$ cat config.mk
export PLATFORM = sky130hd
export DESIGN_NAME = uart_dbg_top
export DESIGN_NICKNAME = d
export VERILOG_FILES = /design/src/verilog/dbg_pkg.sv /design/src/verilog/uart_rx.sv /design/src/verilog/uart_tx.sv /design/src/verilog/dbg_server.sv /design/src/verilog/uart_dbg_top.sv
export VERILOG_INCLUDE_DIRS = /design/src /design/src/verilog
export SDC_FILE = /design/constraint.sdc
export NUM_CORES = 2
export LEC_CHECK = 0
export BUFFER_PORTS_ARGS = -buffer_cell sky130_fd_sc_hd__buf_4
export CAP_MARGIN = 5
export CORE_ASPECT_RATIO = 1.1
export CORE_MARGIN = 4
export CORE_UTILIZATION = 35
export DETAILED_ROUTE_END_ITERATION = 6
export MAX_ROUTING_LAYER = met4
export SYNTH_ARGS = -nofsm -noshare
export SYNTH_HDL_FRONTEND = slang
export SYNTH_SLANG_ARGS = --single-unit
export TNS_END_PERCENT = 30
$ cat constraint.sdc
create_clock -name clk -period 7.45 [get_ports clk]
set_input_delay 0.745 -clock clk [delete_from_list [all_inputs] [get_ports clk]]
set_output_delay 0.745 -clock clk [all_outputs]
set_load 0.01 [all_outputs]
$ cat src/verilog/dbg_settings.svh
// UART debug target settings

`ifndef DBG_SETTINGS_SVH
`define DBG_SETTINGS_SVH

//////////////////////////////////////////////////
// UART line format
//////////////////////////////////////////////////

// Clock cycles per UART bit
`define DBG_CLKS_PER_BIT 16

// 1 appends an even parity bit after the data bits
`define DBG_PARITY_EN 1

//////////////////////////////////////////////////
// Target memory
//////////////////////////////////////////////////

// Byte address width, 256 bytes
`define DBG_MEM_AW 8

//////////////////////////////////////////////////
// Protocol bytes
//////////////////////////////////////////////////

`define DBG_CMD_READ  8'h11
`define DBG_CMD_WRITE 8'h12
`define DBG_CMD_EXEC  8'h13

`define DBG_BYTE_ACK  8'h06
`define DBG_BYTE_EOT  8'h04

`endif

$ cat src/verilog/dbg_pkg.sv
// Debug protocol types

package dbg_pkg;

  //////////////////////////////////////////////////
  // Data
  //////////////////////////////////////////////////

  // One byte on the UART line
  typedef logic [7:0] dbg_byte_t;

  //////////////////////////////////////////////////
  // Server sequencing
  //////////////////////////////////////////////////

  // Command parsing, then reply and data phases
  typedef enum logic [2:0] {
    IDLE     = 3'd0,
    GET_ADDR = 3'd1,
    GET_LEN  = 3'd2,
    SEND_ACK = 3'd3,
    RD_DATA  = 3'd4,
    WR_DATA  = 3'd5,
    SEND_EOT = 3'd6
  } dbg_state_e;

  // READ and WRITE both use GET_LEN,
  // EXEC goes straight from GET_ADDR to SEND_ACK

endpackage

$ cat src/verilog/uart_rx.sv
// UART receiver

`timescale 1ns/1ps
`include "dbg_settings.svh"

module uart_rx (
  input  logic               clk,
  input  logic               arst_n_i,
  input  logic               rxd_i,
  output dbg_pkg::dbg_byte_t rx_data_o,
  output logic               rx_valid_o,
  output logic               rx_perr_o
);

  localparam int CntW = $clog2(`DBG_CLKS_PER_BIT);
  localparam logic [CntW-1:0] HalfBit = CntW'(`DBG_CLKS_PER_BIT / 2 - 1);
  localparam logic [CntW-1:0] FullBit = CntW'(`DBG_CLKS_PER_BIT - 1);

  localparam logic [2:0] RxIdle   = 3'd0;
  localparam logic [2:0] RxStart  = 3'd1;
  localparam logic [2:0] RxData   = 3'd2;
  localparam logic [2:0] RxParity = 3'd3;
  localparam logic [2:0] RxStop   = 3'd4;

  logic [2:0]         sync_q;
  logic               rxd_s;
  logic               fall;
  logic [2:0]         state_q;
  logic [CntW-1:0]    cnt_q;
  logic [2:0]         bit_q;
  logic               sample;
  logic               par_q;
  logic               par_bad;
  dbg_pkg::dbg_byte_t data_q;

  // Two sync flops, third flop keeps the previous level for edge detect
  assign rxd_s = sync_q[1];
  assign fall  = sync_q[2] & ~sync_q[1];

  // Half a bit after the start edge, then one full bit per sample
  assign sample  = (state_q == RxStart) ? (cnt_q == HalfBit) : (cnt_q == FullBit);
  assign par_bad = (`DBG_PARITY_EN != 0) && (par_q != ^data_q);

  assign rx_data_o = data_q;

  always_ff @(posedge clk or negedge arst_n_i) begin
    if (!arst_n_i) begin
      sync_q     <= 3'b111;
      state_q    <= RxIdle;
      cnt_q      <= '0;
      bit_q      <= '0;
      rx_valid_o <= 1'b0;
      rx_perr_o  <= 1'b0;
    end else begin
      sync_q     <= {sync_q[1:0], rxd_i};
      rx_valid_o <= 1'b0;
      rx_perr_o  <= 1'b0;
      cnt_q      <= (state_q == RxIdle || sample) ? '0 : cnt_q + 1'b1;
      case (state_q)
        RxIdle: if (fall) state_q <= RxStart;
        // Glitch shorter than half a bit goes back to idle
        RxStart: if (sample) begin
          state_q <= rxd_s ? RxIdle : RxData;
          bit_q   <= '0;
        end
        RxData: if (sample) begin
          bit_q <= bit_q + 3'd1;
          if (bit_q == 3'd7) state_q <= (`DBG_PARITY_EN != 0) ? RxParity : RxStop;
        end
        RxParity: if (sample) state_q <= RxStop;
        RxStop: if (sample) begin
          state_q    <= RxIdle;
          rx_valid_o <= !par_bad;
          rx_perr_o  <= par_bad;
        end
        default: state_q <= RxIdle;
      endcase
    end
  end

  // Data shifts in LSB first
  always_ff @(posedge clk) begin
    if (sample && state_q == RxData) data_q <= {rxd_s, data_q[7:1]};
    if (sample && state_q == RxParity) par_q <= rxd_s;
  end

endmodule

$ cat src/verilog/uart_tx.sv
// UART transmitter

`timescale 1ns/1ps
`include "dbg_settings.svh"

module uart_tx (
  input  logic               clk,
  input  logic               arst_n_i,
  input  dbg_pkg::dbg_byte_t tx_data_i,
  input  logic               tx_start_i,
  output logic               txd_o,
  output logic               tx_busy_o
);

  localparam int NumBits = 10 + `DBG_PARITY_EN;
  localparam int CntW    = $clog2(`DBG_CLKS_PER_BIT);
  localparam logic [CntW-1:0] FullBit = CntW'(`DBG_CLKS_PER_BIT - 1);

  logic            busy_q;
  logic [CntW-1:0] cnt_q;
  logic [3:0]      bit_q;
  logic            bit_end;
  logic [10:0]     frame;
  logic [10:0]     shift_q;

  // Stop, parity, data, start from MSB down to LSB
  always_comb begin
    if (`DBG_PARITY_EN != 0) begin
      frame = {1'b1, ^tx_data_i, tx_data_i, 1'b0};
    end else begin
      frame = {2'b11, tx_data_i, 1'b0};
    end
  end

  assign bit_end   = (cnt_q == FullBit);
  assign txd_o     = busy_q ? shift_q[0] : 1'b1;
  assign tx_busy_o = busy_q;

  //////////////////////////////////////////////////
  // Bit timing
  //////////////////////////////////////////////////

  always_ff @(posedge clk or negedge arst_n_i) begin
    if (!arst_n_i) begin
      busy_q <= 1'b0;
      cnt_q  <= '0;
      bit_q  <= '0;
    end else if (!busy_q) begin
      if (tx_start_i) begin
        busy_q <= 1'b1;
        cnt_q  <= '0;
        bit_q  <= '0;
      end
    end else if (bit_end) begin
      cnt_q <= '0;
      bit_q <= bit_q + 4'd1;
      // Busy drops at the end of the stop bit
      if (bit_q == 4'(NumBits - 1)) busy_q <= 1'b0;
    end else begin
      cnt_q <= cnt_q + 1'b1;
    end
  end

  // Frame shifter, ones fill in behind
  always_ff @(posedge clk) begin
    if (!busy_q && tx_start_i) begin
      shift_q <= frame;
    end else if (busy_q && bit_end) begin
      shift_q <= {1'b1, shift_q[10:1]};
    end
  end

endmodule

$ cat src/verilog/dbg_server.sv
// Debug protocol server

`timescale 1ns/1ps
`include "dbg_settings.svh"

module dbg_server (
  input  logic               clk,
  input  logic               arst_n_i,
  input  dbg_pkg::dbg_byte_t rx_data_i,
  input  logic               rx_valid_i,
  input  logic               tx_busy_i,
  output dbg_pkg::dbg_byte_t tx_data_o,
  output logic               tx_start_o,
  output logic               exec_o,
  output logic [63:0]        exec_addr_o
);

  localparam int MemDepth = 1 << `DBG_MEM_AW;

  dbg_pkg::dbg_state_e    state_q;
  dbg_pkg::dbg_byte_t     cmd_q;
  logic [2:0]             byte_cnt_q;
  logic [63:0]            addr_q;
  logic [15:0]            len_q;
  logic [15:0]            off_q;
  logic                   tx_busy_q;
  logic                   tx_ready;
  logic                   last_byte;
  logic                   last_data;
  logic                   len_zero;
  logic [`DBG_MEM_AW-1:0] mem_idx;
  logic                   mem_we;
  dbg_pkg::dbg_byte_t     mem_q [MemDepth];
  dbg_pkg::dbg_byte_t     rd_data_q;

  //////////////////////////////////////////////////
  // Status decode
  //////////////////////////////////////////////////

  // Transmitter idle for at least one cycle and no start in flight
  assign tx_ready = !tx_busy_i && !tx_busy_q && !tx_start_o;

  assign last_byte = (byte_cnt_q == 3'd7);
  assign last_data = ((off_q + 16'd1) == len_q);
  assign len_zero  = (len_q == 16'd0);

  // Index wraps around the memory size
  assign mem_idx = addr_q[`DBG_MEM_AW-1:0] + off_q[`DBG_MEM_AW-1:0];
  assign mem_we  = (state_q == dbg_pkg::WR_DATA) && rx_valid_i;

  assign exec_addr_o = addr_q;

  //////////////////////////////////////////////////
  // Command FSM
  //////////////////////////////////////////////////

  always_ff @(posedge clk or negedge arst_n_i) begin
    if (!arst_n_i) begin
      state_q    <= dbg_pkg::IDLE;
      cmd_q      <= '0;
      byte_cnt_q <= '0;
      len_q      <= '0;
      off_q      <= '0;
      tx_busy_q  <= 1'b0;
      tx_start_o <= 1'b0;
      exec_o     <= 1'b0;
    end else begin
      tx_busy_q  <= tx_busy_i;
      tx_start_o <= 1'b0;
      exec_o     <= 1'b0;
      case (state_q)
        dbg_pkg::IDLE: if (rx_valid_i) begin
          cmd_q      <= rx_data_i;
          byte_cnt_q <= '0;
          if (rx_data_i == `DBG_BYTE_ACK) begin
            state_q <= dbg_pkg::SEND_ACK;
          end else if (rx_data_i inside {`DBG_CMD_READ, `DBG_CMD_WRITE, `DBG_CMD_EXEC}) begin
            state_q <= dbg_pkg::GET_ADDR;
          end
          // Anything else is noise on the line
        end
        // Eight address bytes, little endian
        dbg_pkg::GET_ADDR: if (rx_valid_i) begin
          byte_cnt_q <= byte_cnt_q + 3'd1;
          if (last_byte) begin
            if (cmd_q == `DBG_CMD_EXEC) begin
              exec_o  <= 1'b1;
              state_q <= dbg_pkg::SEND_ACK;
            end else begin
              state_q <= dbg_pkg::GET_LEN;
            end
          end
        end
        // Eight length bytes, only the low two are kept
        dbg_pkg::GET_LEN: if (rx_valid_i) begin
          byte_cnt_q <= byte_cnt_q + 3'd1;
          if (byte_cnt_q == 3'd0) len_q[7:0] <= rx_data_i;
          if (byte_cnt_q == 3'd1) len_q[15:8] <= rx_data_i;
          if (last_byte) begin
            off_q   <= '0;
            state_q <= dbg_pkg::SEND_ACK;
          end
        end
        dbg_pkg::SEND_ACK: if (tx_ready) begin
          tx_start_o <= 1'b1;
          if (cmd_q == `DBG_CMD_READ) begin
            state_q <= len_zero ? dbg_pkg::SEND_EOT : dbg_pkg::RD_DATA;
          end else if (cmd_q == `DBG_CMD_WRITE) begin
            state_q <= len_zero ? dbg_pkg::SEND_EOT : dbg_pkg::WR_DATA;
          end else begin
            state_q <= dbg_pkg::IDLE;
          end
        end
        // One byte per frame, next read lands long before the frame ends
        dbg_pkg::RD_DATA: if (tx_ready) begin
          tx_start_o <= 1'b1;
          off_q      <= off_q + 16'd1;
          if (last_data) state_q <= dbg_pkg::SEND_EOT;
        end
        dbg_pkg::WR_DATA: if (rx_valid_i) begin
          off_q <= off_q + 16'd1;
          if (last_data) state_q <= dbg_pkg::SEND_EOT;
        end
        dbg_pkg::SEND_EOT: if (tx_ready) begin
          tx_start_o <= 1'b1;
          state_q    <= dbg_pkg::IDLE;
        end
        default: state_q <= dbg_pkg::IDLE;
      endcase
    end
  end

  //////////////////////////////////////////////////
  // Address, reply byte and read port
  //////////////////////////////////////////////////

  always_ff @(posedge clk) begin
    if (state_q == dbg_pkg::GET_ADDR && rx_valid_i) begin
      addr_q <= {rx_data_i, addr_q[63:8]};
    end
    // Reply byte follows the state that will issue the start
    if (tx_ready) begin
      if (state_q == dbg_pkg::RD_DATA) begin
        tx_data_o <= rd_data_q;
      end else if (state_q == dbg_pkg::SEND_EOT) begin
        tx_data_o <= `DBG_BYTE_EOT;
      end else begin
        tx_data_o <= `DBG_BYTE_ACK;
      end
    end
    rd_data_q <= mem_q[mem_idx];
  end

  // Target memory, cleared on reset
  always_ff @(posedge clk or negedge arst_n_i) begin
    if (!arst_n_i) begin
      for (int i = 0; i < MemDepth; i++) begin
        mem_q[i] <= '0;
      end
    end else if (mem_we) begin
      mem_q[mem_idx] <= rx_data_i;
    end
  end

endmodule

$ cat src/verilog/uart_dbg_top.sv
// UART debug target top level

`timescale 1ns/1ps

module uart_dbg_top (
  input  logic        clk,
  input  logic        arst_n_i,
  input  logic        uart_rx_i,
  output logic        uart_tx_o,
  output logic        exec_o,
  output logic [63:0] exec_addr_o,
  output logic        perr_o
);

  dbg_pkg::dbg_byte_t rx_data;
  logic               rx_valid;
  dbg_pkg::dbg_byte_t tx_data;
  logic               tx_start;
  logic               tx_busy;

  // Parity errors go straight out as a flag
  uart_rx u_uart_rx (
    .clk        ( clk       ),
    .arst_n_i   ( arst_n_i  ),
    .rxd_i      ( uart_rx_i ),
    .rx_data_o  ( rx_data   ),
    .rx_valid_o ( rx_valid  ),
    .rx_perr_o  ( perr_o    )
  );

  dbg_server u_dbg_server (
    .clk         ( clk         ),
    .arst_n_i    ( arst_n_i    ),
    .rx_data_i   ( rx_data     ),
    .rx_valid_i  ( rx_valid    ),
    .tx_busy_i   ( tx_busy     ),
    .tx_data_o   ( tx_data     ),
    .tx_start_o  ( tx_start    ),
    .exec_o      ( exec_o      ),
    .exec_addr_o ( exec_addr_o )
  );

  uart_tx u_uart_tx (
    .clk        ( clk       ),
    .arst_n_i   ( arst_n_i  ),
    .tx_data_i  ( tx_data   ),
    .tx_start_i ( tx_start  ),
    .txd_o      ( uart_tx_o ),
    .tx_busy_o  ( tx_busy   )
  );

endmodule

# Yosys cells after proc, flatten, opt, wreduce, memory -nomap -nowiden
# Index checks and enable logic that the tools add are counted.
# classes
n_reduce_logical	37
n_addsub	7
order_cmp	2
n_eq_ne	44
n_mux	68
bitwise_logic	3
# op_table
operator	n
$bwmux 2048	1
$mux 3	23
$bmux 8 s8	1
$demux 8 s8	1
$mux 16	4
$eq 8x5->1 const B	6
$pmux 16 s3	1
$mux 8	4
$mux 4	6
$ne 2x1->1 const B	12
$pmux 3 s7	1
$mux 10	2
$eq 3x3->1 const B	6
$mux 1	17
$add 16x1->16 const B	1
$eq 16x16->1	1
$logic_not 16->1	1
$reduce_xor 8->1	2
$pmux 3 s5	1
$add 4x1->4 const B	3
$eq 3x2->1 const B	4
$eq 4x4->1 const B	3
$pmux 3 s2	2
$reduce_and 3->1	4
26 further kinds	54
# totals
in_bits	3
word_cells	442
reg_bits	2220
output_inout_bits	67

# Depth between registers and ports, before layout
# depth
depth_word	7
depth_mapped	13
ltp_nobuf	9

# By module
# A second synthesis with hierarchy kept.
# unflattened
hier_cells	6897
hier_area_um2	102271.8
# by_module_without_submodules
mod	seq_area_each_um2	cells_each	n_inst	area_per_inst_um2
dbg_server	54797.6	6738	1	100293.7
uart_rx	649.4	79	1	1033.5
uart_tx	515.5	80	1	944.7

# Worst setup path after synthesis
# Ideal clock, no wire load.
# synth_path
path_type	register to register
startpoint	reg u_dbg_server.addr_q[0], in the netlist u_dbg_server.exec_addr_o[0]
endpoint	reg u_dbg_server.rd_data_q[6]
setup_time_ps	120
n_path_buf	3
required_time_ps	7330
path_stages_with_launch	11
slack_ps	3992
arrival_ps	3338
period_less_slack_ps	3458
cell_sequence	edfxtp_1 -> ha_1 -> fa_1 -> buf_2 -> clkbuf_1 -> clkbuf_1 -> mux4_2 -> mux4_2 -> o22ai_1 -> nor3_1 -> a211o_1
# synth_via
elab_chain_len	5
# synth_rtl
item	line	source
start, declared	dbg_server.sv:23	logic [63:0] addr_q;
start signal, assigned	dbg_server.sv:139	addr_q <= {rx_data_i, addr_q[63:8]};
$add 8x8->8	dbg_server.sv:48	assign mem_idx = addr_q[`DBG_MEM_AW-1:0] + off_q[`DBG_MEM_AW-1:0];
$not 8->9 (implied by the code)	dbg_server.sv:151	rd_data_q <= mem_q[mem_idx];
$bmux 8 s8	dbg_server.sv:151	
$mux 8 (implied by the code) (2 in a row)	dbg_server.sv:151	
end signal, assigned	dbg_server.sv:151	
end, declared	dbg_server.sv:34	dbg_pkg::dbg_byte_t rd_data_q;
# Every way passes these cells. The select of a mux whose other input is x is not followed.
# A chain may end at the register's enable or synchronous reset.

# Worst setup path after layout
# layout_path
startpoint	reg u_dbg_server.off_q[0]
endpoint	reg u_dbg_server.rd_data_q[6]
# layout_via
elab_chain_len	5
# layout_rtl
item	line	source
start, declared	dbg_server.sv:25	logic [15:0] off_q;
start signal, assigned	dbg_server.sv:117	off_q <= off_q + 16'd1;
start signal, assigned	dbg_server.sv:121	off_q <= off_q + 16'd1;
$add 8x8->8	dbg_server.sv:48	
$not 8->9 (implied by the code)	dbg_server.sv:151	
$bmux 8 s8	dbg_server.sv:151	
$mux 8 (implied by the code) (2 in a row)	dbg_server.sv:151	
# Every way passes these cells. The select of a mux whose other input is x is not followed.

==> flow_metrics.env <==
export IMPL_cts_buffer_depth=3
export IMPL_postCtsSetupRepairBufs=0
export IMPL_ys_types=81
export IMPL_avgSynthCellArea_um2=15.30
export IMPL_yosys_top_cells_area="dfrtp_1 (52%), mux2_2 (21%), mux4_2 (13%), edfxtp_1 (2.7%), o21ai_0 (1.9%)"
export IMPL_period_needed_ns=5.351
export IMPL_slew_viol_final=0
export IMPL_die_w_um=522
export IMPL_crit_cells=10
export IMPL_seq_area_frac_synth_pct=55.02
export IMPL_cts_buffers=221
export IMPL_finalHoldViolations=0
export IMPL_drt_iter0_drc=4273
export IMPL_grt_antenna_before_repair=8
export IMPL_power_per_cell_area_mw_per_mm2=215.6
export IMPL_cp_data_required_time_ns=8.18
export IMPL_cp_cell_sequence="ha_4, buf_4, buf_4, mux4_2, nand2_1, nand2_1, o21ai_0, a222oi_1, mux2_2, a211o_1"
export IMPL_vias_per_cell=5.524
export IMPL_setup_viol=0
export IMPL_wl_um=277100
export IMPL_fin_skew_ns=0.07404
export IMPL_synth_ff_type="dfrtp_1"
export IMPL_ys_warnings_count=0
export IMPL_slowest_stage="ha_4"
export IMPL_drtAntennaViolNets=0
export IMPL_r2r_start="u_dbg_server.off_q[0]"
export IMPL_grt_usage_pct=18.94
export IMPL_synth_area_mm2=0.1017
export IMPL_grt_pass1_vias=61960
export IMPL_power_mw=24.61
export IMPL_ys_ff_latch=2220
export IMPL_syn_inst=6650
export IMPL_die_area_mm2=0.2993
export IMPL_path_max_fanout=38
export IMPL_htreeDepth=4
export IMPL_setup_tns_final_ns=0
export IMPL_path_class="reg -> reg"
export IMPL_drive_above_1_share_pct=47.57
export IMPL_die_h_um=573.4
export IMPL_startpoint_type="register"
export IMPL_vias=58670
export IMPL_relSlewSlack_pct=11.30
export IMPL_ir_drop_mv=0.2026
export IMPL_gp_congestion=0.8418
export IMPL_fin_crit_sh_pct=71.83
export IMPL_yosys_area_top_type="dfrtp_1"
export IMPL_min_to="u_uart_rx.sync_q[2]"
export IMPL_yosysMostFrequentCell="dfrtp_1"
export IMPL_core_area_mm2=0.2893
export IMPL_portBuffers=69
export IMPL_r2r_cells=10
export IMPL_hp_class="reg -> reg"
export IMPL_cts_tree="yes"
export IMPL_path_buf_inv=2
export IMPL_hp_start="u_uart_rx.sync_q[1]"
export IMPL_synthArstFlopShare_pct=95.54
export IMPL_clk_pin_slew_worst_paths_ns=0.06
export IMPL_placed_cells=10200
export IMPL_setup_worst_path_end_class="register"
export IMPL_drv_cap=0
export IMPL_r2r_setup_slack_ns=2.10
export IMPL_pin_count=70
export IMPL_clock_sinks=2220
export IMPL_rows=207
export IMPL_clock_tree_root_cell="clkbuf_16"
export IMPL_cp_arrival_ns=6.08
export IMPL_max_stage_delay_ns=0.95
export IMPL_firstDrtPassIters=6
export IMPL_drc=0
export IMPL_reg2reg_to="u_dbg_server.rd_data_q[6]"
export IMPL_rsz0062_at_grt="no"
export IMPL_outcome="finished, final reports clean"
export IMPL_fin_cells=10620
export IMPL_whs_path_depth=0
export IMPL_leakage_nw=53.29
export IMPL_yosysTopAreaCellShare_pct=52.11
export IMPL_grt_ovfl_total=0
export IMPL_max_freq_ghz=0.1869
export IMPL_whs_ns=0.3510
export IMPL_synth_edf_count=90
export IMPL_avgRoutedWirePerCell_um=26.09
export IMPL_initial_core_util_pct=35.16
export IMPL_synthTopCellsByCount="dfrtp_1 (2118), mux2_2 (1894), mux4_2 (598)"
export IMPL_grt_pass1_wl_um=420200
export IMPL_dpl_hpwl_um=173800
export IMPL_crit_family="compound AO/OA/AOI/OAI gates"
export IMPL_insertion_delay_ns=0.89
export IMPL_grt_max_degree=193
export IMPL_worstMarginPinSlew_ns=1.331
export IMPL_nNetsFinal=6587
export IMPL_areaGrowthSynthToFinish_pct=12.25
export IMPL_syn_nets=6680
## state kept, by name, summed over array words and instances (netlist names)
register and count:
u_uart_tx.tx_busy_o 1, u_uart_rx.rx_perr_o 1, u_dbg_server.byte_cnt_q 3, u_uart_rx.par_q 1
u_uart_rx.cnt_q 4, u_uart_rx.rx_valid_o 1, u_dbg_server.tx_busy_q 1, u_uart_tx.cnt_q 4
u_dbg_server.state_q 3, u_uart_rx.bit_q 3, u_dbg_server.len_q 16, u_dbg_server.rd_data_q 8
u_dbg_server.cmd_q 8, u_uart_rx.state_q 3, u_dbg_server.exec_o 1, u_dbg_server.exec_addr_o 64
u_dbg_server.tx_data_o 8, u_dbg_server.mem_q 2048, u_dbg_server.off_q 16, u_uart_rx.sync_q 3
u_uart_tx.shift_q 10, u_uart_tx.bit_q 4, u_uart_rx.rx_data_o 8, u_dbg_server.tx_start_o 1
## per-layer routing
layer	GRT usage [%]	wire, µm	up-vias
met5	-	0	-
met3	2.938	12640	419
met4	6.098	9001	0
li1	-	-	24690
met2	30.27	136800	1372
met1	24.81	118600	32190
## per-stage QoR
step,utilization (%),area (µm²),setup WS [ns]
final,39.47,114200,2.099
after detailed placement,36.76,106300,2.077
after CTS,39.46,114100,2.073
after global placement,36.75,106300,2.056
after floorplan,-,101700,3.992
after global routing,39.46,114200,1.885
## worst max-delay path by stage
stage	startpoint	endpoint	slack [ns]
2_1_floorplan	u_dbg_server.exec_addr_o[0]	u_dbg_server.rd_data_q[6]	3.99
4_1_cts	u_dbg_server.off_q[0]	u_dbg_server.rd_data_q[6]	2.07
3_5_place_dp	u_dbg_server.off_q[0]	u_dbg_server.rd_data_q[6]	2.08
5_1_grt	u_dbg_server.off_q[0]	u_dbg_server.rd_data_q[6]	1.89
6_report	u_dbg_server.off_q[0]	u_dbg_server.rd_data_q[6]	2.10
3_3_place_gp	u_dbg_server.off_q[0]	u_dbg_server.rd_data_q[6]	2.06
## cell type report
| class | instances | area (µm²) |
|---|---|---|
| Inverter | 24 | 90.09 |
| Fill cell | 26560 | 175100 |
| Multi-Input combinational cell | 3908 | 43750 |
| Timing Repair Buffer | 182 | 1733 |
| Sequential cell | 2220 | 55960 |
| Clock inverter | 74 | 1177 |
| Tap cell | 3866 | 4837 |
| Antenna cell | 10 | 25.02 |
| Clock buffer | 336 | 6605 |
## layout by cell type, fill, tap and decap left out, types with 9 or more instances in the layout
cell / n
o21ai_0: 394
clkbuf_8: 60
bufinv_16: 24
buf_4: 150
and3_1: 11
clkbuf_1: 53
and2_1: 11
nand3_1: 81
edfxtp_1: 90
mux2i_1: 46
a222oi_1: 14
mux2_2: 1894
clkbuf_16: 223
dfxtp_1: 9
nand2_1: 283
nor2_1: 65
a21oi_1: 20
ha_1: 25
inv_1: 16
o31ai_1: 9
xor2_1: 15
nor2b_1: 15
diode_2: 10
clkinv_2: 27
a211o_1: 10
a22o_1: 12
xnor2_1: 24
nor2_2: 77
mux4_2: 598
a31oi_1: 9
buf_12: 27
o22ai_1: 40
mux2_1: 45
nor3_4: 44
nand2b_1: 11
nor3_2: 11
nor3_1: 25
clkinv_1: 10
dfrtp_1: 2118
## report_power, final
group	total, mW	switching [mW]	internal, mW
clock	11.8	4.89	6.95
sequential	12.2	0.0702	12.2
combinational	0.528	0.394	0.135
total	24.6	5.36	19.3
## logic make-up (layout without fill, tap and decap cells)
logic type	count (synthesis)	after routing	synth area share, %
compound gates	549	549	3.089
xor+xnor	43	43	0.3850
fa+ha+maj	27	27	0.3395
buf+inv	522	616	2.105
flops	2220	2220	55.02
mux	2583	2583	35.16
other cells	0	10	0
simple gates	706	706	3.903
## repair_timing
action,CTS,global route
hold buffers,2,0
hold endpoints to repair,92,0
resized for setup,0,0
Note: power is estimated with default switching activity, not from simulation.
